**src/logic/transmit_config.svh**
```systemverilog
// Size definitions for the DAC transmit path.
// Include this before using the transmit package or any transmit RTL block.

`ifndef TRANSMIT_CONFIG_SVH
`define TRANSMIT_CONFIG_SVH

// number of DAC channels
`define TX_CHANNELS 2

// sample word, signed
`define TX_SAMPLE_W 16

// triangle phase accumulator
`define TX_PHASE_W 32

// unsigned scale, 2 integer bits, unity gain is 0x10000
`define TX_SCALE_W 18

// signed offset, lines up with the top 14 bits of a sample
`define TX_OFFSET_W 14

// AWG entries per channel
`define TX_AWG_DEPTH 32

// AWG burst count
`define TX_BURST_W 16

`endif

```
**src/logic/transmit_pkg.sv**
```systemverilog
// Types shared by the DAC transmit path blocks and their testbench.
// Samples, configuration payloads and the DAC output word live here.

`include "transmit_config.svh"

package transmit_pkg;

  typedef logic signed [`TX_SAMPLE_W-1:0] sample_t;

  // one sample per channel, channel 0 in the low word
  typedef sample_t [`TX_CHANNELS-1:0] sample_vec_t;

  typedef logic [`TX_CHANNELS-1:0][`TX_PHASE_W-1:0] phase_inc_t;

  typedef struct packed {
    logic [`TX_SCALE_W-1:0]         scale;
    logic signed [`TX_OFFSET_W-1:0] offset;
  } scale_offset_t;

  typedef scale_offset_t [`TX_CHANNELS-1:0] scale_offset_vec_t;

  // zero must stay at code 0, the reset value of the selector
  typedef enum logic [1:0] {
    src_zero = 2'd0,
    src_awg  = 2'd1,
    src_tri  = 2'd2
  } source_t;

  typedef source_t [`TX_CHANNELS-1:0] source_sel_t;

  typedef struct packed {
    logic use_awg;
    logic use_tri;
  } trigger_cfg_t;

  typedef struct packed {
    logic                   start;
    logic                   stop;
    logic [`TX_BURST_W-1:0] burst_count;
  } awg_ctrl_t;

  typedef struct packed {
    sample_vec_t samples;
    logic        last;
  } dma_beat_t;

  typedef struct packed {
    logic        valid;
    sample_vec_t samples;
  } dac_out_t;

endpackage

```
**src/logic/triangle_gen.sv**
```systemverilog
// Triangle generator, one phase accumulator per channel.
// A restart clears all phases; the trigger marks each channel-0 phase wrap.

`include "transmit_config.svh"
`timescale 1ns/1ps

module triangle_gen (
  input  logic                      ps_clk,
  input  logic                      ps_reset,
  input  transmit_pkg::phase_inc_t  phase_inc,
  input  logic                      restart,
  output transmit_pkg::sample_vec_t samples,
  output logic                      trigger
);
  import transmit_pkg::*;

  phase_inc_t           phase;
  logic [`TX_PHASE_W:0] sum0;

  // carry out of channel 0 is the wrap
  assign sum0 = {1'b0, phase[0]} + {1'b0, phase_inc[0]};

  always_ff @(posedge ps_clk) begin
    if (ps_reset) begin
      phase   <= '0;
      trigger <= 1'b0;
    end else if (restart) begin
      phase   <= '0;
      trigger <= 1'b0;
    end else begin
      for (int ch = 0; ch < `TX_CHANNELS; ch++) begin
        phase[ch] <= phase[ch] + phase_inc[ch];
      end
      trigger <= sum0[`TX_PHASE_W];
    end
  end

  for (genvar ch = 0; ch < `TX_CHANNELS; ch++) begin : g_chan
    logic [`TX_SAMPLE_W-1:0] fold;

    // bits under the MSB, mirrored in the second half of the period
    assign fold = phase[ch][`TX_PHASE_W-2 -: `TX_SAMPLE_W]
                  ^ {`TX_SAMPLE_W{phase[ch][`TX_PHASE_W-1]}};

    // offset binary to two's complement, phase 0 gives the most negative value
    assign samples[ch] = {~fold[`TX_SAMPLE_W-1], fold[`TX_SAMPLE_W-2:0]};
  end

endmodule

```
**config.mk**
```make
export PLATFORM = sky130hd
export DESIGN_NAME = triangle_gen
export DESIGN_NICKNAME = d
export VERILOG_FILES = /design/src/logic/transmit_pkg.sv /design/src/logic/triangle_gen.sv
export VERILOG_INCLUDE_DIRS = /design/src /design/src/logic
export SDC_FILE = /design/constraint.sdc
export NUM_CORES = 1
export LEC_CHECK = 0
export BUFFER_PORTS_ARGS = -buffer_cell sky130_fd_sc_hd__buf_2
export CORE_MARGIN = 2
export CORE_UTILIZATION = 40
export DETAILED_ROUTE_END_ITERATION = 8
export HOLD_SLACK_MARGIN = 0.02
export PLACE_DENSITY_LB_ADDON = 0.05
export SLEW_MARGIN = 20
export SYNTH_ARGS = -nofsm -noshare
export SYNTH_HDL_FRONTEND = slang
export SYNTH_SLANG_ARGS = --single-unit
```
**constraint.sdc**
```tcl
create_clock -name ps_clk -period 3.29 [get_ports ps_clk]
set_clock_uncertainty 0.05 [all_clocks]
set_input_delay 0 -clock ps_clk [delete_from_list [all_inputs] [get_ports ps_clk]]
set_output_delay 0 -clock ps_clk [all_outputs]
set_load 0.005 [all_outputs]
```
==> reports/qor.csv <==
metric;value;unit
worst_slew_pin_slew;0.867;ns
crit_path_max_fanout;4;
track_usage;20.7;%
slowest_delay;0.53;ns
synthTopCellsByCount;77 x a21oi_1, 74 x nor2_1, 65 x dfxtp_1;
ff2ff_path_depth;9;
grt_pass1_wl;24200;µm
synth_area_per_cell;8.03;µm²
cp_num_cells;11;
routed_wl;14900;µm
syn_inst;680;
yosysUniqueCellTypes;66;
synth_edf_count;0;
ios;100;
drt.antenna.violating_nets;0;
synthTopCellsByArea;dfxtp_1 24%, ha_1 14%, xor2_1 8.3%;
fmax;361;MHz
hold_path_class;in2reg;
setup_tns;0;ns
finalSetupViolCount;0;
leakage;3.07;nW
clockBufferDepth;2;
clk_pin_slew;0.05;ns
crit_chain;dlygate4sd3_1, buf_2, ha_1, fa_1, a21o_1, a221oi_2, a2111oi_4, nor4_1, o41a_1, xor2_1, nor2_1;
yosysMostFrequentCell;a21oi_1;
finalHoldViolCount;0;
yosys.area.top_type;dfxtp_1;
initial_core_util;41.1;%
rows;42;
area_growth;16.5;%
dieArea;0.0146;mm²
num_antenna_cells;0;
finalCritPeriodShare;84.1;%
cp.required;3.44;ns
ys_seq_elements;65;
yosysSeqAreaShare;23.8;%
clockRootBuffer;clkbuf_16;
die_height;121;µm
grt_setup_unrepaired;false;
place_hpwl;11800;µm
numCtsBuffers;9;
crit_type;in2reg;
async_reset_ff_share;0;%
nFillCells;1350;
grt_max_degree;34;
cp_slowest_cell;dlygate4sd3_1;
grt_pass1_vias;5108;
drive_above_1_share;16.5;%
drv_cap;0;
cts-htree-levels;3;
cts.sinks;65;
dieWidth;121;µm
power_density;437;mW/mm²
finalMaxSlewViolations;0;
nets;904;
slew-limit-headroom;40.7;%
timing.final.crit_period;2.77;ns
core;0.0133;mm²
final_util;47.8;%
portBuffers;99;
status;finished clean;
hold_depth;3;
post_cts_resized;0;
path_buf_inv;2;
yosys.area.top_type_share;23.8;%
drt_iter0_drc;299;
start_kind;input port;
netlist_area;0.00546;mm²
synth_ff_type;dfxtp_1;
gp_congestion;0.871;
grt_remaining_overflow;0;
firstDrtPassIters;5;
post-route-drc-count;0;
cts_tree;yes;
antenna_found_initial;0;
yosysWarningCount;0;
viasPerCell;5.56;
ir_drop;0.176;mV
critPathArrivalTime;2.92;ns
syn_nets;812;
cp-end-kind;flip-flop;
crit_family;compound AO/OA/AOI/OAI gates;
clock_latency;0.35;ns
wire_per_inst;15.7;µm
num_vias;5279;
hold_slack;0.0341;ns
[state kept, by name (all words and copies together) (netlist names)]
register / count
phase: 64
trigger: 1
[worst paths after layout]
path	start	endpoint	slack [ns]
setup / recovery	phase_inc[0]	phase[24]	0.52
hold / removal	phase_inc[1]	phase[1]	0.03
setup reg to reg	phase[0]	phase[24]	0.57
hold reg to reg	phase[32]	phase[32]	0.49
[power by group]
group          total (mW)  switching (mW)  internal (mW)
clock network       0.866           0.349          0.517
logic                1.02           0.583          0.433
registers           0.897          0.0390          0.858
[tightest hold or removal path, stage by stage]
cell and delay [ns]:
buf_2 0.11, fa_1 0.17, and2_1 0.11
[cell usage in the layout, fill, tap and decap left out, drive strengths merged, types with 14 or more instances in the layout]
cell type | Yosys | routed
xor2 | 52 | 52
nand3 | 18 | 18
dfxtp | 65 | 65
ha | 63 | 63
nand2 | 46 | 46
nor2 | 74 | 74
inv | 16 | 16
xnor2 | 23 | 23
a21o | 29 | 29
a21oi | 77 | 77
nand4 | 14 | 14
buf | 5 | 103
o21ai | 45 | 45
[metal layers]
| layer | vias up | wire, µm | GRT usage (%) |
|---|---|---|---|
| li1 | 2651 | - | - |
| met1 | 2459 | 6870 | 26.2 |
| met2 | 149 | 7080 | 35.3 |
| met3 | 20 | 637 | 2.97 |
| met4 | 0 | 321 | 8.43 |
| met5 | - | 0 | 0 |
[final cells by class]
class | instances | area (µm²) | share of cell area (%)
flip-flops and latches | 65 | 1300 | 20.5
clock inverters | 1 | 5.00 | 0.0787
well taps | 176 | 220 | 3.46
clock buffers | 12 | 246 | 3.88
inverters | 16 | 60.1 | 0.944
multi-input cells | 572 | 3950 | 62.1
repair buffers | 108 | 576 | 9.05
[what timing repair did]
item / 4_1_cts / 5_1_grt
endpoints found under the setup margin: 0 / 0
hold buffers: 5 / 0
setup buffers: 0 / 0
endpoints found under the hold margin: 7 / 0
[cell families after synthesis]
logic type	count (synthesis)	synth area share, %
compound gates	221	26.3
xor+xnor	75	12.0
fa+ha+maj	65	15.2
buf+inv	43	3.76
flops	65	23.8
mux	6	1.10
simple gates	205	17.8
[per-stage QoR]
step	area [µm²]	setup WS [ns]	power, mW	instances
after floorplan	5460	0.884	1.64	680
after global placement	6060	0.613	1.91	932
after detailed placement	6060	0.554	1.92	932
after CTS	6360	0.499	2.80	950
after global routing	6360	0.326	2.96	950
final	6360	0.522	2.78	950
(Power assumes the default switching activity.)
