<file path="config.mk">
export PLATFORM = sky130hd
export DESIGN_NAME = awg_buffer
export DESIGN_NICKNAME = d
export VERILOG_FILES = /design/src/logic/transmit_pkg.sv /design/src/logic/awg_buffer.sv
export VERILOG_INCLUDE_DIRS = /design/src /design/src/logic
export SDC_FILE = /design/constraint.sdc
export NUM_CORES = 1
export LEC_CHECK = 0
export BUFFER_PORTS_ARGS = -buffer_cell sky130_fd_sc_hd__buf_2
export CORE_UTILIZATION = 56
export DETAILED_ROUTE_END_ITERATION = 6
export PLACE_DENSITY = 0.75
export SYNTH_ARGS = -nofsm -noshare
export SYNTH_HDL_FRONTEND = slang
export SYNTH_SLANG_ARGS = --single-unit
</file>
<file path="constraint.sdc">
create_clock -name ps_clk -period 2.6 [get_ports ps_clk]
set_input_delay 0.39 -clock ps_clk [delete_from_list [all_inputs] [get_ports ps_clk]]
set_output_delay 0.39 -clock ps_clk [all_outputs]
set_load 0.02 [all_outputs]
</file>
<file path="src/logic/transmit_config.svh">
// Size definitions for the DAC transmit path.
// Include this before using the transmit package or any transmit RTL block.

`ifndef TRANSMIT_CONFIG_SVH
`define TRANSMIT_CONFIG_SVH

// number of DAC channels
`define TX_CHANNELS 2

// sample word, signed
`define TX_SAMPLE_W 16

// triangle phase accumulator
`define TX_PHASE_W 32

// unsigned scale, 2 integer bits, unity gain is 0x10000
`define TX_SCALE_W 18

// signed offset, lines up with the top 14 bits of a sample
`define TX_OFFSET_W 14

// AWG entries per channel
`define TX_AWG_DEPTH 32

// AWG burst count
`define TX_BURST_W 16

`endif

</file>
<file path="src/logic/transmit_pkg.sv">
// Types shared by the DAC transmit path blocks and their testbench.
// Samples, configuration payloads and the DAC output word live here.

`include "transmit_config.svh"

package transmit_pkg;

  typedef logic signed [`TX_SAMPLE_W-1:0] sample_t;

  // one sample per channel, channel 0 in the low word
  typedef sample_t [`TX_CHANNELS-1:0] sample_vec_t;

  typedef logic [`TX_CHANNELS-1:0][`TX_PHASE_W-1:0] phase_inc_t;

  typedef struct packed {
    logic [`TX_SCALE_W-1:0]         scale;
    logic signed [`TX_OFFSET_W-1:0] offset;
  } scale_offset_t;

  typedef scale_offset_t [`TX_CHANNELS-1:0] scale_offset_vec_t;

  // zero must stay at code 0, the reset value of the selector
  typedef enum logic [1:0] {
    src_zero = 2'd0,
    src_awg  = 2'd1,
    src_tri  = 2'd2
  } source_t;

  typedef source_t [`TX_CHANNELS-1:0] source_sel_t;

  typedef struct packed {
    logic use_awg;
    logic use_tri;
  } trigger_cfg_t;

  typedef struct packed {
    logic                   start;
    logic                   stop;
    logic [`TX_BURST_W-1:0] burst_count;
  } awg_ctrl_t;

  typedef struct packed {
    sample_vec_t samples;
    logic        last;
  } dma_beat_t;

  typedef struct packed {
    logic        valid;
    sample_vec_t samples;
  } dac_out_t;

endpackage

</file>
<file path="src/logic/awg_buffer.sv">
// AWG sample buffer. One frame is loaded over the DMA stream while stopped,
// then played out as a burst of repeated frames with a trigger on entry 0.

`include "transmit_config.svh"
`timescale 1ns/1ps

module awg_buffer (
  input  logic                      ps_clk,
  input  logic                      ps_reset,
  input  logic                      dma_valid,
  output logic                      dma_ready,
  input  transmit_pkg::dma_beat_t   dma_data,
  input  transmit_pkg::awg_ctrl_t   ctrl,
  input  logic                      ctrl_update,
  output transmit_pkg::sample_vec_t samples,
  output logic                      trigger
);
  import transmit_pkg::*;

  localparam int ADDR_W = $clog2(`TX_AWG_DEPTH);
  localparam int CNT_W  = ADDR_W + 1;
  localparam logic [CNT_W-1:0] FULL = CNT_W'(`TX_AWG_DEPTH);

  // load side
  logic             load_en;
  logic             dma_fire;
  logic             wr_en;
  logic [CNT_W-1:0] wr_ptr;
  logic [CNT_W-1:0] depth;

  // playback side
  logic                   playing;
  logic                   halt;
  logic                   active;
  logic                   frame_end;
  logic [ADDR_W-1:0]      rd_ptr;
  logic [`TX_BURST_W-1:0] bursts_left;

  // no loading while a burst is running
  assign dma_ready = load_en & ~playing;
  assign dma_fire  = dma_valid & dma_ready;
  assign wr_en     = dma_fire & (wr_ptr < FULL);

  always_ff @(posedge ps_clk) begin
    if (ps_reset) begin
      load_en <= 1'b0;
      wr_ptr  <= '0;
      depth   <= '0;
    end else begin
      load_en <= 1'b1;
      if (dma_fire) begin
        if (dma_data.last) begin
          wr_ptr <= '0;
          // beats past the end were dropped, so clamp the depth
          depth  <= (wr_ptr == FULL) ? FULL : wr_ptr + 1'b1;
        end else if (wr_ptr != FULL) begin
          wr_ptr <= wr_ptr + 1'b1;
        end
      end
    end
  end

  // stop takes effect in the cycle it arrives
  assign halt      = ctrl_update & ctrl.stop;
  assign active    = playing & ~halt;
  assign frame_end = ({1'b0, rd_ptr} == depth - 1'b1);

  always_ff @(posedge ps_clk) begin
    if (ps_reset) begin
      playing     <= 1'b0;
      rd_ptr      <= '0;
      bursts_left <= '0;
    end else if (halt) begin
      playing <= 1'b0;
    end else if (ctrl_update && ctrl.start && depth != '0) begin
      playing     <= (ctrl.burst_count != '0);
      rd_ptr      <= '0;
      bursts_left <= ctrl.burst_count;
    end else if (playing) begin
      if (frame_end) begin
        rd_ptr      <= '0;
        bursts_left <= bursts_left - 1'b1;
        // last frame of the burst
        playing     <= (bursts_left != `TX_BURST_W'(1));
      end else begin
        rd_ptr <= rd_ptr + 1'b1;
      end
    end
  end

  for (genvar ch = 0; ch < `TX_CHANNELS; ch++) begin : g_chan
    sample_t mem [`TX_AWG_DEPTH];

    always_ff @(posedge ps_clk) begin
      if (wr_en) begin
        mem[wr_ptr[ADDR_W-1:0]] <= dma_data.samples[ch];
      end
    end

    assign samples[ch] = active ? mem[rd_ptr] : '0;
  end

  assign trigger = active & (rd_ptr == '0);

endmodule

</file>
==> impl_metrics.tcl <==
set metrics [dict create \
    setup_ws_ps -811 \
    dieHeight_um 274 \
    violations "DRC, setup timing" \
    h-tree-depth 3 \
    slew_headroom_pct 45.4 \
    p_leak_nw 15.3 \
    syn2layout_area_growth_pct 19.1 \
    ys_warn_count 0 \
    max_stage_delay_ps 500 \
    grt_pass1_wl_mm 153 \
    die-area_um2 75100 \
    p_sw_w 0.00719 \
    yosys-top-cells-count "edfxtp_1, mux4_2, nor2_1" \
    cts_inserted_buffers 102 \
    status "finished, violations left" \
    grt_usage_pct 29.2 \
    finalMaxSlewViolations 0 \
    antenna_found_initial 6 \
    yosysSeqAreaShare_pct 76.1 \
    worst-path-buf-inv 5 \
    cp_max_fo 6 \
    synth_cells 1856 \
    first_pass_iters 7 \
    coreArea_um2 73100 \
    cp.required_ps 2210 \
    vias_per_cell 6.78 \
    fin_nets 2199 \
    worstMarginPinSlew_ps 813 \
    drt_iter0_markers 2954 \
    post-route-period-util_pct 131 \
    skew_ps 38.6 \
    n_fill_cell 4307 \
    clk_pin_slew_ps 60 \
    synth_edf_count 1024 \
    p_sw_share_pct 20.7 \
    grt_pass1_vias 21911 \
    cap_violations 0 \
    ir_worst_vdd_uv 759 \
    finalSetupViolCount 32 \
    worstPathArrival_ps 3020 \
    combPwrFrac_pct 5.3 \
    cellPowerDensity_nw_per_um2 704 \
    synth_ff_type "edfxtp_1" \
    syn_nets 1921 \
    timing.fmax_mhz 293 \
    finalWeightedCongestion 0.844 \
    io_pins 89 \
    preCtsSetupSlack_ps -167 \
    path_cells "buf_16, buf_12, buf_4, mux4_2, mux4_2, inv_1, o21ai_1, buf_2" \
    synth.top_cell.area_share_pct 74.2 \
    initial_utilization_pct 56.7 \
    vias 21513 \
    pwr-share-seq_pct 54.2 \
    ff_latch_area_um2 31600 \
    ys_types 56 \
    rows 99 \
    cp-start-kind "register" \
    crit_family "multiplexers" \
    ys_seq_elements 1064 \
    syn_avg_cell_area_um2 22.3 \
    wl_per_cell_um 34.4 \
    post-synth-top-count-cell "edfxtp_1" \
    cts_sinks 1064 \
    end_kind "primary output" \
    syn_area_um2 41400 \
    clockBufferDepth 3 \
    root_buffer "clkbuf_16" \
    grt_overflow_total 0 \
    finalSetupTns_ps -24060 \
    p_int_w 0.0276 \
    finalCriticalPeriod_ps 3410 \
    crit_type "reg -> out" \
    worstHoldPathType "in -> reg" \
    drive_gt1_share_pct 37.6 \
    hold_viol 0 \
    drc_errors 21 \
    crit_slowest_cell "mux4_2" \
    port_buffers 88 \
    async_flop_share_pct 0 \
    dieWidth_um 274 \
    rsz0062_at_grt "yes" \
    synthTopCellsByArea "edfxtp_1, mux4_2, dfxtp_1, mux4_1, nor2_1" \
    cts_hold_buffers 0 \
    ant_nets 0 \
    pwr-share-clk_pct 40.5 \
    crit_path_frequent_cell "mux4_2" \
    clkLatencyLatePin_ps 670 \
    grt_start_max_net_pins 38 \
    yosysTopAreaCell "edfxtp_1" \
    hpwl_mm 57.8 \
    cts_tree "yes" \
    wl_mm 109 \
    multi_input_comb_area_um2 9750 \
]
## layer usage
layer  wire [um]  up-vias  global-route usage [%]
met5          31        -                       0
met1       39500    11357                    40.0
met3       10900      290                    4.83
met2       54400     1412                    48.1
li1            -     8450                       -
met4        4350        4                    10.5
## flip-flops by register name, summed over array words and instances, names as in the netlist, named ones only
signal and flops:
wr_ptr 6, bursts_left 16, rd_ptr 5, load_en 1
depth 6, playing 1, g_chan.mem 1024
## worst min-delay path: stages
cell	delay, ps
buf_2	100
a21oi_1	60
o32ai_1	100
## cell type report
type	count	area share, %
Multi-Input combinational cell	651	19.8
Inverter	43	0.327
Clock inverter	50	0.811
Tap cell	959	2.43
Antenna cell	1	0.00507
Clock buffer	135	5.57
Sequential cell	1064	64.0
Timing Repair Buffer	272	7.10
## kinds of logic after synthesis
kind of cell / Yosys count / share of synthesized area (%)
mux: 322 / 17.6
buf+inv: 141 / 1.61
simple gates: 191 / 2.34
compound gates: 113 / 1.71
fa+ha+maj: 10 / 0.302
flops: 1064 / 76.1
xor+xnor: 15 / 0.317
## repair_timing
| item | 4_1_cts | 5_1_grt |
|---|---|---|
| pin swaps | 2 | 4 |
| buffers inserted | 21 | 7 |
| cloned | 12 | 4 |
| endpoints found under the hold margin | 0 | 0 |
| gates resized for setup | 137 | 45 |
| setup endpoints to repair | 32 | 32 |
## placed cells by master, fill, tap and decap left out, types with 28 or more instances in the layout
master / count
buf_4: 76
edfxtp_1: 1024
clkbuf_16: 109
inv_1: 28
buf_2: 57
mux4_2: 310
nor2_4: 32
buf_6: 31
buf_12: 84
clkbuf_1: 29
dfxtp_1: 35
## worst paths after layout
kind / start / endpoint / slack, ps / cells past startpoint
worst max-delay path: register / samples[22] / -810 / 8
worst max register to register: depth[0]$_SDFFE_PP0P_ / rd_ptr[0]$_SDFFE_PP0N_ / 240 / 8
worst min-delay path: ctrl[0] / bursts_left[0]$_SDFFE_PP0P_ / 70 / 3
worst min register to register: bursts_left[11]$_SDFFE_PP0P_ / bursts_left[11]$_SDFFE_PP0P_ / 530 / 2
## through the flow
step                std cells  instance area [um^2]  total power, W  util (%)  hold WS (ps)
finish                   3175                 49300          0.0348      67.5          68.4
global placement         2949                 44900          0.0207      61.4           498
global route             3175                 49300          0.0356      67.5          40.4
detailed placement       2949                 44900          0.0207      61.4           525
floorplan                1856                 41500          0.0201         -           482
CTS                      3167                 49100          0.0348      67.2          20.5
## power by group through the flow
| stage | clock [W] | combinational [W] | sequential [W] |
|---|---|---|---|
| final | 0.0141 | 0.00183 | 0.0189 |
| after global routing | 0.0148 | 0.00193 | 0.0188 |
| after CTS | 0.0142 | 0.00177 | 0.0189 |
| after detailed placement | 0 | 0.00150 | 0.0192 |
| after global placement | 0 | 0.00145 | 0.0192 |
| after floorplan | 0 | 0.000916 | 0.0192 |
Note: power is estimated with default switching activity, not from simulation.
