<file path="config.mk">
export PLATFORM = sky130hd
export DESIGN_NAME = sample_prescaler
export DESIGN_NICKNAME = d
export VERILOG_FILES = /design/src/logic/transmit_pkg.sv /design/src/logic/sample_prescaler.sv
export VERILOG_INCLUDE_DIRS = /design/src /design/src/logic
export SDC_FILE = /design/constraint.sdc
export NUM_CORES = 1
export LEC_CHECK = 0
export BUFFER_PORTS_ARGS = -buffer_cell sky130_fd_sc_hd__buf_4
export CELL_PAD_IN_SITES_DETAIL_PLACEMENT = 2
export CELL_PAD_IN_SITES_GLOBAL_PLACEMENT = 2
export CORE_MARGIN = 1.5
export CORE_UTILIZATION = 41
export DETAILED_ROUTE_END_ITERATION = 16
export PLACE_DENSITY = 0.94
export SETUP_SLACK_MARGIN = 0.02
export SLEW_MARGIN = 10
export SYNTH_ARGS = -nofsm -noshare
export SYNTH_HDL_FRONTEND = slang
export SYNTH_SLANG_ARGS = --single-unit
export TNS_END_PERCENT = 1
</file>
<file path="constraint.sdc">
create_clock -name ps_clk -period 12.5 [get_ports ps_clk]
set_clock_uncertainty 0.05 [all_clocks]
set_input_delay 2.5 -clock ps_clk [delete_from_list [all_inputs] [get_ports ps_clk]]
set_output_delay 2.5 -clock ps_clk [all_outputs]
set_load 0.1 [all_outputs]
</file>
<file path="src/logic/transmit_config.svh">
// Size definitions for the DAC transmit path.
// Include this before using the transmit package or any transmit RTL block.

`ifndef TRANSMIT_CONFIG_SVH
`define TRANSMIT_CONFIG_SVH

// number of DAC channels
`define TX_CHANNELS 2

// sample word, signed
`define TX_SAMPLE_W 16

// triangle phase accumulator
`define TX_PHASE_W 32

// unsigned scale, 2 integer bits, unity gain is 0x10000
`define TX_SCALE_W 18

// signed offset, lines up with the top 14 bits of a sample
`define TX_OFFSET_W 14

// AWG entries per channel
`define TX_AWG_DEPTH 32

// AWG burst count
`define TX_BURST_W 16

`endif

</file>
<file path="src/logic/transmit_pkg.sv">
// Types shared by the DAC transmit path blocks and their testbench.
// Samples, configuration payloads and the DAC output word live here.

`include "transmit_config.svh"

package transmit_pkg;

  typedef logic signed [`TX_SAMPLE_W-1:0] sample_t;

  // one sample per channel, channel 0 in the low word
  typedef sample_t [`TX_CHANNELS-1:0] sample_vec_t;

  typedef logic [`TX_CHANNELS-1:0][`TX_PHASE_W-1:0] phase_inc_t;

  typedef struct packed {
    logic [`TX_SCALE_W-1:0]         scale;
    logic signed [`TX_OFFSET_W-1:0] offset;
  } scale_offset_t;

  typedef scale_offset_t [`TX_CHANNELS-1:0] scale_offset_vec_t;

  // zero must stay at code 0, the reset value of the selector
  typedef enum logic [1:0] {
    src_zero = 2'd0,
    src_awg  = 2'd1,
    src_tri  = 2'd2
  } source_t;

  typedef source_t [`TX_CHANNELS-1:0] source_sel_t;

  typedef struct packed {
    logic use_awg;
    logic use_tri;
  } trigger_cfg_t;

  typedef struct packed {
    logic                   start;
    logic                   stop;
    logic [`TX_BURST_W-1:0] burst_count;
  } awg_ctrl_t;

  typedef struct packed {
    sample_vec_t samples;
    logic        last;
  } dma_beat_t;

  typedef struct packed {
    logic        valid;
    sample_vec_t samples;
  } dac_out_t;

endpackage

</file>
<file path="src/logic/sample_prescaler.sv">
// Per-channel scale and offset with saturation, one register stage.
// Also produces the DAC output valid flag once the pipeline has filled.

`include "transmit_config.svh"
`timescale 1ns/1ps

module sample_prescaler (
  input  logic                            ps_clk,
  input  logic                            ps_reset,
  input  transmit_pkg::scale_offset_vec_t cfg,
  input  transmit_pkg::sample_vec_t       samples,
  output transmit_pkg::dac_out_t          dac
);
  import transmit_pkg::*;

  localparam int PROD_W   = `TX_SAMPLE_W + `TX_SCALE_W + 1;
  localparam int SCALED_W = PROD_W - 16;
  localparam int SUM_W    = SCALED_W + 1;

  logic [1:0]  warm;
  logic        valid_q;
  sample_vec_t samples_q;

  function automatic sample_t prescale(input sample_t x, input scale_offset_t c);
    logic signed [PROD_W-1:0]   prod;
    logic signed [SCALED_W-1:0] scaled;
    logic signed [SUM_W-1:0]    sum;
    prod   = x * $signed({1'b0, c.scale});
    // arithmetic shift by 16, truncating
    scaled = prod[PROD_W-1:16];
    sum    = scaled + $signed({c.offset, 2'b00});
    // fits when all bits from the sign of a sample upward agree
    if (sum[SUM_W-1:`TX_SAMPLE_W-1] == '0 || sum[SUM_W-1:`TX_SAMPLE_W-1] == '1) begin
      return sample_t'(sum[`TX_SAMPLE_W-1:0]);
    end else if (sum[SUM_W-1]) begin
      return {1'b1, {(`TX_SAMPLE_W-1){1'b0}}};
    end else begin
      return {1'b0, {(`TX_SAMPLE_W-1){1'b1}}};
    end
  endfunction

  // valid rises on the third cycle out of reset
  always_ff @(posedge ps_clk) begin
    if (ps_reset) begin
      warm    <= '0;
      valid_q <= 1'b0;
    end else begin
      warm    <= {warm[0], 1'b1};
      valid_q <= warm[1];
    end
  end

  always_ff @(posedge ps_clk) begin
    for (int ch = 0; ch < `TX_CHANNELS; ch++) begin
      samples_q[ch] <= prescale(samples[ch], cfg[ch]);
    end
  end

  assign dac.valid   = valid_q;
  assign dac.samples = samples_q;

endmodule

</file>
==> results.ini <==
[yosys]
synthesis.area_um2 = 20900
synth_area_leaders = fa_1, ha_1, inv_1
synthesis.nets = 3176
synthAdderAreaFrac_pct = 59.8
yosys_warnings = 0
synth_edf_count = 0
syn_area_per_cell_um2 = 8.88
synth_cell_type_count = 59
synth_ff_type = dfxtp_1
netlist.top_cell.by_area = fa_1
synth-compound-area-share_pct = 6.71
async_flop_share_pct = 0
ys_seq_area_share_pct = 3.36
yosysTopAreaCellShare_pct = 42.6
yosys_register_bits = 35
synth_mux_area_share_pct = 0
synth_top_family_by_area = adder cells
synth_xor_area_share_pct = 2.81
synthSimpleGateAreaFrac_pct = 15.8
synthCells = 2348

[cts]
cts_root_buf = clkbuf_16
post_cts_buffers = 0
cts_tree = yes
postCtsHoldBufs = 0
clockBufferDepth = 2
numClockSinks = 35
cts.clk_slew.worst_paths_ns = 0.05
numCtsBuffers = 5
ctsHtreeMaxLevel = 2
cts-resized-gates = 0
clkLatencyLatePin_ns = 0.27

[setup_path]
crit_top_cell = fa_1
crit_end = dac[18]$_DFF_P_
path_max_fanout = 18
crit_required_ns = 12.52
crit_start = samples[20]
crit_path_end_kind = register
slowest_delay_ns = 0.84
critPathSlowestCell = o41ai_4
reg2reg_to = warm[1]$_SDFF_PP0_
ff2ff_setup_slack_ns = 11.93
r2r-start = warm[0]$_DFF_P_
worst-setup-path-type = in2reg
cp-start-kind = input port
ff2ff_path_depth = 1
cp.arrival_ns = 12.09

[floorplan]
row_count = 82
dieWidth_um = 229
die_y_um = 229
initial_core_util_pct = 41.6
core_um2 = 50200
die_area_um2 = 52200
pin_count = 131

[drt]
routed_wirelength_mm = 83.7
vias = 17100
post_drt_wl_per_cell_um = 27.2
postRouteAntennaNets = 0
initialDrtViolationCount = 747
dr.pass1.iters = 5
route.detailed.drc = 0
routed_via_density = 5.55

[layout]
area_growth_syn_to_layout_pct = 7.83
postLayoutCellArea_um2 = 22500
drive_gt1_share_pct = 6.37
nets = 3232
insertedDiodeCount = 0

[flow_run]
cap_violations = 0

[timing]
rsz0062_at_grt = false
finalSetupTns_ns = 0
maxSlewViolCount = 0
fin_crit_ns = 12.06
fmax_ghz = 0.0829
fin_crit_sh_pct = 96.5
setup_viol = 0
hold_viol_final = 0
worst_pin_slew_ns = 0.853
holdWs_ns = 0.410
max_slew_margin_pct = 42.9

[global_route]
grt_usage_pct = 33.0
grt_pass1_wl_mm = 130
overflow = 0
antenna_found_initial = 0
grt_start_max_net_pins = 19
grt_pass1_vias = 21600

[status]
run_status = finished, final reports clean

[place]
globalplace.congestion = 0.861
io_buffers = 130
place_area_um2 = 22400
hpwlAfterDp_mm = 71.4

[worst_hold_path]
holdCritPathClass = reg2reg

## synthesized netlist by cell type, types with 2 or more instances
cell type and instances:
a21o_1 24, o31ai_1 8, a2111oi_0 2, or2_2 2, a2111o_1 2, a31o_2 4
clkbuf_2 2, nand4_1 4, o21a_1 10, xnor2_1 43, a31oi_1 4, nand2_1 310
inv_1 553, ha_1 286, fa_1 444, and3_1 5, nand2b_1 23, o21ba_2 2
dfxtp_1 35, a41oi_1 2, o21ai_0 45, nor2_1 49, o41ai_4 2, a211oi_1 7
nand3_1 15, and4_1 4, and2_1 249, or3_1 3, nor3_1 3, xor2_1 24
a21oi_1 51, a221o_1 3, buf_4 2, o211ai_1 4, nor2b_1 4, o21bai_1 7
o31a_1 3, clkbuf_1 77, o21ai_1 10, inv_2 2
## how the worst min path moves through the flow
stage / to / slack [ns] / cells after the start / from
global route: warm[1]$_SDFF_PP0_ / 0.42 / 1 / warm[0]$_DFF_P_
detailed placement: valid_q$_SDFF_PP0_ / 0.39 / 1 / warm[1]$_SDFF_PP0_
floorplan: valid_q$_SDFF_PP0_ / 0.36 / 1 / warm[1]$_SDFF_PP0_
finish: valid_q$_SDFF_PP0_ / 0.41 / 1 / warm[1]$_SDFF_PP0_
global placement: warm[1]$_SDFF_PP0_ / 0.38 / 1 / warm[0]$_DFF_P_
CTS: valid_q$_SDFF_PP0_ / 0.41 / 1 / warm[1]$_SDFF_PP0_
## worst max-delay path: cells and delay by family
| family | cells | cell delay, ns |
|---|---|---|
| XOR/XNOR | 2 | 0.47 |
| AO/OA/AOI/OAI | 11 | 4.00 |
| AND/OR/NAND/NOR | 5 | 0.86 |
| adder cells (fa/ha/maj) | 8 | 3.77 |
| buffers and inverters | 5 | 0.45 |
## final cells by class
type | count | area (µm²)
Tap cell | 672 | 841
Inverter | 555 | 2080
Multi-Input combinational cell | 1676 | 17800
Sequential cell | 35 | 701
Clock buffer | 6 | 129
Timing Repair Buffer | 131 | 983
Fill cell | 5506 | 27700
## logic make-up (layout without fill, tap and decap cells)
kind of cell             after synthesis  after routing
AO/OA/AOI/OAI                        206            206
XOR/XNOR                              67             67
adder cells (fa/ha/maj)              730            730
buffers and inverters                637            692
flip-flops                            35             35
AND/OR/NAND/NOR                      673            673
## flip-flops by register name (all words and copies together), names as in the netlist
signal / flops
dac: 32
warm: 2
valid_q: 1
## cells in the final DEF (no fill, tap or decap), types with 3 or more instances in the layout
| cell type | instances |
|---|---|
| inv_1 | 553 |
| fa_1 | 444 |
| nand2_1 | 310 |
| ha_1 | 286 |
| and2_1 | 249 |
| buf_4 | 131 |
| a21oi_1 | 51 |
| nor2_1 | 49 |
| o21ai_0 | 45 |
| xnor2_1 | 43 |
| dfxtp_1 | 35 |
| a21o_1 | 24 |
| xor2_1 | 24 |
| nand2b_1 | 23 |
| nand3_1 | 15 |
| o21a_1 | 10 |
| o21ai_1 | 10 |
| o31ai_1 | 8 |
| a211oi_1 | 7 |
| o21bai_1 | 7 |
| and3_1 | 5 |
| clkbuf_16 | 5 |
| nand4_1 | 4 |
| o211ai_1 | 4 |
| and4_1 | 4 |
| a31o_2 | 4 |
| a31oi_1 | 4 |
| nor2b_1 | 4 |
| nor3_1 | 3 |
| o31a_1 | 3 |
| a221o_1 | 3 |
| or3_1 | 3 |
## metrics by stage
stage / util (%) / std cells / setup slack (ns)
2_1_floorplan: - / 2348 / 1.80
3_3_place_gp: 44.6 / 3069 / 1.30
3_5_place_dp: 44.6 / 3069 / 0.448
4_1_cts: 44.8 / 3075 / 0.570
5_1_grt: 44.8 / 3075 / 0.134
6_report: 44.8 / 3075 / 0.435
## per-layer routing
| metal | track usage [%] | share of wire [%] | routed length [µm] |
|---|---|---|---|
| met5 | 0 | 0 | 0 |
| met4 | 20.1 | 7.0 | 5880 |
| met1 | 35.0 | 35 | 29700 |
| met3 | 3.63 | 3.7 | 3110 |
| met2 | 62.2 | 54 | 45100 |
Power is not shown: default switching activity piles up to over one toggle a cycle in this logic, so the estimate is an artifact.
