$ cat src/logic/transmit_config.svh
// Size definitions for the DAC transmit path.
// Include this before using the transmit package or any transmit RTL block.

`ifndef TRANSMIT_CONFIG_SVH
`define TRANSMIT_CONFIG_SVH

// number of DAC channels
`define TX_CHANNELS 2

// sample word, signed
`define TX_SAMPLE_W 16

// triangle phase accumulator
`define TX_PHASE_W 32

// unsigned scale, 2 integer bits, unity gain is 0x10000
`define TX_SCALE_W 18

// signed offset, lines up with the top 14 bits of a sample
`define TX_OFFSET_W 14

// AWG entries per channel
`define TX_AWG_DEPTH 32

// AWG burst count
`define TX_BURST_W 16

`endif

$ cat src/logic/transmit_pkg.sv
// Types shared by the DAC transmit path blocks and their testbench.
// Samples, configuration payloads and the DAC output word live here.

`include "transmit_config.svh"

package transmit_pkg;

  typedef logic signed [`TX_SAMPLE_W-1:0] sample_t;

  // one sample per channel, channel 0 in the low word
  typedef sample_t [`TX_CHANNELS-1:0] sample_vec_t;

  typedef logic [`TX_CHANNELS-1:0][`TX_PHASE_W-1:0] phase_inc_t;

  typedef struct packed {
    logic [`TX_SCALE_W-1:0]         scale;
    logic signed [`TX_OFFSET_W-1:0] offset;
  } scale_offset_t;

  typedef scale_offset_t [`TX_CHANNELS-1:0] scale_offset_vec_t;

  // zero must stay at code 0, the reset value of the selector
  typedef enum logic [1:0] {
    src_zero = 2'd0,
    src_awg  = 2'd1,
    src_tri  = 2'd2
  } source_t;

  typedef source_t [`TX_CHANNELS-1:0] source_sel_t;

  typedef struct packed {
    logic use_awg;
    logic use_tri;
  } trigger_cfg_t;

  typedef struct packed {
    logic                   start;
    logic                   stop;
    logic [`TX_BURST_W-1:0] burst_count;
  } awg_ctrl_t;

  typedef struct packed {
    sample_vec_t samples;
    logic        last;
  } dma_beat_t;

  typedef struct packed {
    logic        valid;
    sample_vec_t samples;
  } dac_out_t;

endpackage

$ cat src/logic/source_select.sv
// Per-channel source selector between the AWG, the triangle and zero.
// The chosen sample is registered, adding one cycle to the path.

`include "transmit_config.svh"
`timescale 1ns/1ps

module source_select (
  input  logic                      ps_clk,
  input  logic                      ps_reset,
  input  transmit_pkg::source_sel_t sel,
  input  transmit_pkg::sample_vec_t awg,
  input  transmit_pkg::sample_vec_t triangle,
  output transmit_pkg::sample_vec_t samples
);
  import transmit_pkg::*;

  always_ff @(posedge ps_clk) begin
    if (ps_reset) begin
      samples <= '0;
    end else begin
      for (int ch = 0; ch < `TX_CHANNELS; ch++) begin
        case (sel[ch])
          src_awg: begin
            samples[ch] <= awg[ch];
          end
          src_tri: begin
            samples[ch] <= triangle[ch];
          end
          // zero source and unused codes
          default: begin
            samples[ch] <= '0;
          end
        endcase
      end
    end
  end

endmodule

$ cat config.mk
export PLATFORM = sky130hd
export DESIGN_NAME = source_select
export DESIGN_NICKNAME = d
export VERILOG_FILES = /design/src/logic/transmit_pkg.sv /design/src/logic/source_select.sv
export VERILOG_INCLUDE_DIRS = /design/src /design/src/logic
export SDC_FILE = /design/constraint.sdc
export NUM_CORES = 1
export LEC_CHECK = 0
export BUFFER_PORTS_ARGS = -buffer_cell sky130_fd_sc_hd__buf_2
export CAP_MARGIN = 30
export CORE_ASPECT_RATIO = 0.7
export CORE_UTILIZATION = 38
export DETAILED_ROUTE_END_ITERATION = 10
export PLACE_DENSITY = 0.81
export RECOVER_POWER = 100
export SYNTH_ARGS = -nofsm -noshare
export SYNTH_HDL_FRONTEND = slang
export SYNTH_SLANG_ARGS = --single-unit
$ cat constraint.sdc
create_clock -name ps_clk -period 1.3 [get_ports ps_clk]
set_clock_uncertainty 0.1 [all_clocks]
set_input_delay 0.065 -clock ps_clk [delete_from_list [all_inputs] [get_ports ps_clk]]
set_output_delay 0.065 -clock ps_clk [all_outputs]
set_load 0.02 [all_outputs]
==> run metrics, run 1 <==
via count=1531; vias in the first global route=1621; Hold WC Path Type=input pin to register; starting utilization of the core area=0.418; crit-path max FO=16; share of the synthesized area in the top cell type=0.520; total negative slack=0 ps; post-DR wirelength/cell=15.8 um; Crit Path Category=input pin to register; post-detail-place hpwl=2220 um; hold endpoint=samples[23]; RSZ-0062 raised after global routing=no; hold_buf cts=64; TritonCTS clock tree=yes; diode count=0; sw power=0.577 mW; Setup Buffers After CTS=0; global placement routability congestion=0.723; syn_nets=192; LEAKAGE=1.05 nW; Min Clock Period, post-route=1100 ps; Max-Cap Viols=0; Synth Register Bits=32; Reg clk slew, reported paths=60 ps; Comb power frac=0.227; Post-synth EDFFs=0; combinational family with the most area after synthesis=compound AO/OA/AOI/OAI gates; layout cells sized above 1=0.340; Cell Area, Synth=1230 sq um; Mapped Cells=118; Worst Tran Pin Value=636 ps; Die H=49.6 um; post_cts resized=0; Post-Synth Adder-Cell Area=0.0407; Switching Fraction=0.250; Syn Area/Cell=10.4 sq um; PortBufs=101; Worst setup EP type=register; Final #Nets=355; clock tree buffer depth=2; sequential fraction of design power=0.444; hold path depth=4; clock share of power=0.329; initial antenna violation count=0; synth cell count leaders=32 x a22oi_1, 32 x dfxtp_1, 20 x nor2_2; H-Tree Depth=2; final period utilization=0.846; critical path required time=1400 ps; largest net degree at the start of global routing=17; count of cell types in the netlist=11; # DRC=0; Peak VDD IR=0.664 mV; core area=2940 sq um; CP arrival=1200 ps; clock root buffer=clkbuf_8; Syn-to-layout area delta=96.1%; Antenna Violating Nets Remaining=0; Via-to-Cell Ratio=4.81; Biggest register=samples; ys async rst share=0; compound-gate portion of the synthesized area=0.195; post-synthesis mux area share=0; GRT Overall Usage=0.305; first-pass iteration count of the detailed router=4; first-pass GRT wire length=7950 um; GRT Residual Overflow=0; number of synthesis warnings=0; total die area=3480 sq um; die width=70.0 um; min-delay src=ps_reset; total power=2.31 mW; FMAX=909 MHz; CTS Sinks=32; Power Dens Cells=956 nW/um^2; Max Slew Vio Count=0; Slew HR=0.576; TritonCTS buffer count=5; area leader, netlist=dfxtp_1; # setup viols final=0; Row Count=16; Startpoint Class=input pin; Synth Flop Type=dfxtp_1; top cells by area in the synthesized netlist=dfxtp_1 52%, a22oi_1 20%, nor2_2 10%; WL final=5030 um; status=complete, no violations; Hold Fails Final Rpt=0; share of synthesized cell area in and, or, nand and nor gates=0.148; # IOs=102; Initial DRC Count=106; sequential cell area fraction in the yosys report=0.520; largest registers=samples x32; internal power=1.73 mW; post-synthesis xor/xnor area fraction=0; max FFs per register=32
==> per-layer routing <==
layer  share of wire  wire [um]  GRT usage
met1            0.37       1880      0.332
met2            0.50       2530      0.537
met3           0.098        491     0.0961
met4           0.026        129      0.153
met5               0          0          0
==> power by group through the flow <==
stage / clock network [mW] / registers, mW / logic, mW
floorplan: 0 / 1.09 / 0.162
global placement: 0 / 1.04 / 0.353
detailed placement: 0 / 1.05 / 0.357
CTS: 0.771 / 1.02 / 0.502
global route: 0.833 / 1.03 / 0.560
finish: 0.759 / 1.03 / 0.523
==> cell type report <==
type	count	area [sq um]
fill	197	528
clock buffer	8	90.1
multi-input combinational	70	473
inverter	4	15.0
timing repair buffer	168	1150
sequential	32	641
tap	36	45.0
==> through the flow <==
stage	cells	util	worst slack, ps	cell area [sq um]	hold slack, ps
2_1_floorplan	118	-	214	1230	109
3_3_place_gp	246	0.587	125	1730	198
3_5_place_dp	246	0.587	65.6	1730	205
4_1_cts	318	0.835	354	2460	157
5_1_grt	318	0.821	181	2410	180
6_report	318	0.821	200	2410	169
==> placed cells by master (no fill, tap or decap), drive strengths merged <==
cell,instances
buf,70
dlygate4sd3,64
clkbuf,42
a22oi,32
dfxtp,32
nor2,32
inv,4
ha,4
or2,2
==> worst max-delay path by stage <==
| stage | start | end | slack (ps) | cells after the start |
|---|---|---|---|---|
| floorplan | sel[0] | samples[0] | 210 | 6 |
| global placement | sel[2] | samples[30] | 120 | 5 |
| detailed placement | sel[2] | samples[28] | 70 | 5 |
| CTS | sel[2] | samples[28] | 350 | 5 |
| global route | sel[1] | samples[10] | 180 | 5 |
| finish | sel[1] | samples[10] | 200 | 5 |
==> logic make-up after synthesis <==
family / after synthesis
flops: 32
fa+ha+maj: 4
simple gates: 34
buf+inv: 16
compound gates: 32
==> critical path, cell delays in order <==
cell and delay, ps:
clkbuf_1 120, inv_1 70, ha_1 550, a22oi_1 240, nor2_1 150
Power figures use the tool's default switching activity.
==> run 2, diff against run 1 <==
Settings changed: CORE_UTILIZATION 38 to 34, PLACE_DENSITY 0.81 to 0.77.
Clock period 1.3 ns to 1 ns, I/O delays scaled along.
==> run metrics, run 2 (synthesized netlist as in run 1, its figures left out) <==
via count=1498 (-2.2%); core area=3300 sq um (+12%); max FFs per register=32 (unchanged); WL final=4850 um (-3.6%); Worst Tran Pin Value=259 ps (-377 ps); Max-Cap Viols=0 (unchanged); post-DR wirelength/cell=14.7 um (-7.1%); register area=641 sq um (unchanged); Reg clk slew, reported paths=60 ps (about the same); total power=3.02 mW (+31%); Crit Path Category=input pin to register; largest net degree at the start of global routing=17 (unchanged); final period utilization=0.974; # DRC=0 (unchanged); layout cells sized above 1=0.456 (+0.115); starting utilization of the core area=0.373 (-0.0449); # setup viols final=0 (unchanged); GRT Residual Overflow=0 (unchanged); status=complete, no violations; Antenna Violating Nets Remaining=0 (unchanged); Via-to-Cell Ratio=4.54 (-5.7%); first-pass iteration count of the detailed router=4 (unchanged); commonest non-fill, non-tap cells in the layout=64 x dlygate4sd3_1, 63 x buf_2, 32 x dfxtp_1, 31 x a22oi_1, 31 x clkbuf_2; CTS Sinks=32 (unchanged); FMAX=1030 MHz; Hold Fails Final Rpt=0 (unchanged); TritonCTS clock tree=yes; Syn-to-layout area delta=105%; LEAKAGE=1.16 nW (+9.9%); Biggest register=samples; post-detail-place hpwl=2320 um (+4.8%); initial antenna violation count=0 (unchanged); clock tree buffer depth=2 (unchanged); internal power=2.28 mW (+32%); Max Slew Vio Count=0 (unchanged); crit-path max FO=1 (-15); Slew HR=0.827 (+0.251); clock root buffer=clkbuf_8; Die H=52.3 um (+5.5%); RSZ-0062 raised after global routing=no; H-Tree Depth=2 (unchanged); Peak VDD IR=0.952 mV (+43%); Worst setup EP type=register; fillers=225 (+14%); Post-DP Area=1800 sq um (+4.1%); GRT Overall Usage=0.264 (-0.0405); sw power=0.740 mW (+28%); Switching Fraction=0.245 (-0.00499); Comb power frac=0.237 (+0.010); Row Count=17 (+1); Initial DRC Count=45 (-58%); critical path required time=1060 ps (-340 ps); vias in the first global route=1612 (-0.56%); total die area=3870 sq um (+11%); clock share of power=0.322 (-0.007); Startpoint Class=input pin; global placement routability congestion=0.693 (-4.2%); Final #Nets=356 (+0.28%); sequential fraction of design power=0.441 (-0.003); multi-input logic area=503 sq um (+6.3%); Final Instance Area=2520 sq um (+4.6%); diode count=0 (unchanged); Power Dens Cells=1200 nW/um^2 (+25%); die width=73.9 um (+5.6%); # IOs=102 (unchanged); commonest non-fill, non-tap cell in the layout=dlygate4sd3_1; PortBufs=101 (unchanged); largest registers=samples x32; TritonCTS buffer count=5 (unchanged); CP arrival=1030 ps (-170 ps); Min Clock Period, post-route=974 ps; first-pass GRT wire length=7320 um (-7.9%); Hold WC Path Type=input pin to register
==> run 2: final cells by class <==
| class | instances | area share |
|---|---|---|
| Timing Repair Buffer | 169 | 0.482 |
| Sequential cell | 32 | 0.254 |
| Multi-Input combinational cell | 70 | 0.199 |
| Clock buffer | 8 | 0.0357 |
| Tap cell | 47 | 0.0233 |
| Inverter | 4 | 0.00595 |
==> run 2: stage by stage <==
| stage | hold slack (ps) | worst slack (ps) | setup TNS (ps) | cells | utilization |
|---|---|---|---|---|---|
| after floorplan | 94.1 | 25.4 | 0 | 118 | - |
| after global routing | 150 | 5.56 | 0 | 330 | 0.766 |
| after CTS | 132 | 88.7 | 0 | 330 | 0.767 |
| after global placement | 183 | -53.4 | -1280 | 258 | 0.545 |
| final | 138 | 26.1 | 0 | 330 | 0.766 |
| after detailed placement | 189 | -107 | -2130 | 258 | 0.545 |
==> run 2: worst max-delay path: stages <==
cell and delay [ps]:
dlygate4sd3_1 550, buf_2 140, a22oi_1 230, nor2_2 60
==> run 2: repair_timing <==
item,in CTS,in global routing
setup buffers,0,0
setup endpoints to repair,0,1
hold buffers,64,0
hold endpoints to repair,32,0
gates resized for setup,0,1
==> run 2: final timing paths <==
check | cells after the start | slack [ps] | endpoint | start
hold / removal | 4 | 140 | samples[15] | ps_reset
setup / recovery | 4 | 30 | samples[8] | triangle[8]
==> run 2: metal layers <==
| metal | vias up | global-route usage | routed length, um |
|---|---|---|---|
| met5 | - | 0 | 0 |
| met4 | 0 | 0.122 | 108 |
| met3 | 10 | 0.102 | 412 |
| met2 | 82 | 0.488 | 2420 |
| met1 | 672 | 0.261 | 1910 |
| li1 | 734 | - | - |
==> run 2: power groups by stage <==
stage	combinational, mW	clock, mW	sequential [mW]
after floorplan	0.215	0	1.42
after global placement	0.487	0	1.36
after detailed placement	0.495	0	1.36
after CTS	0.686	1.00	1.33
after global routing	0.768	1.07	1.34
final	0.717	0.973	1.33
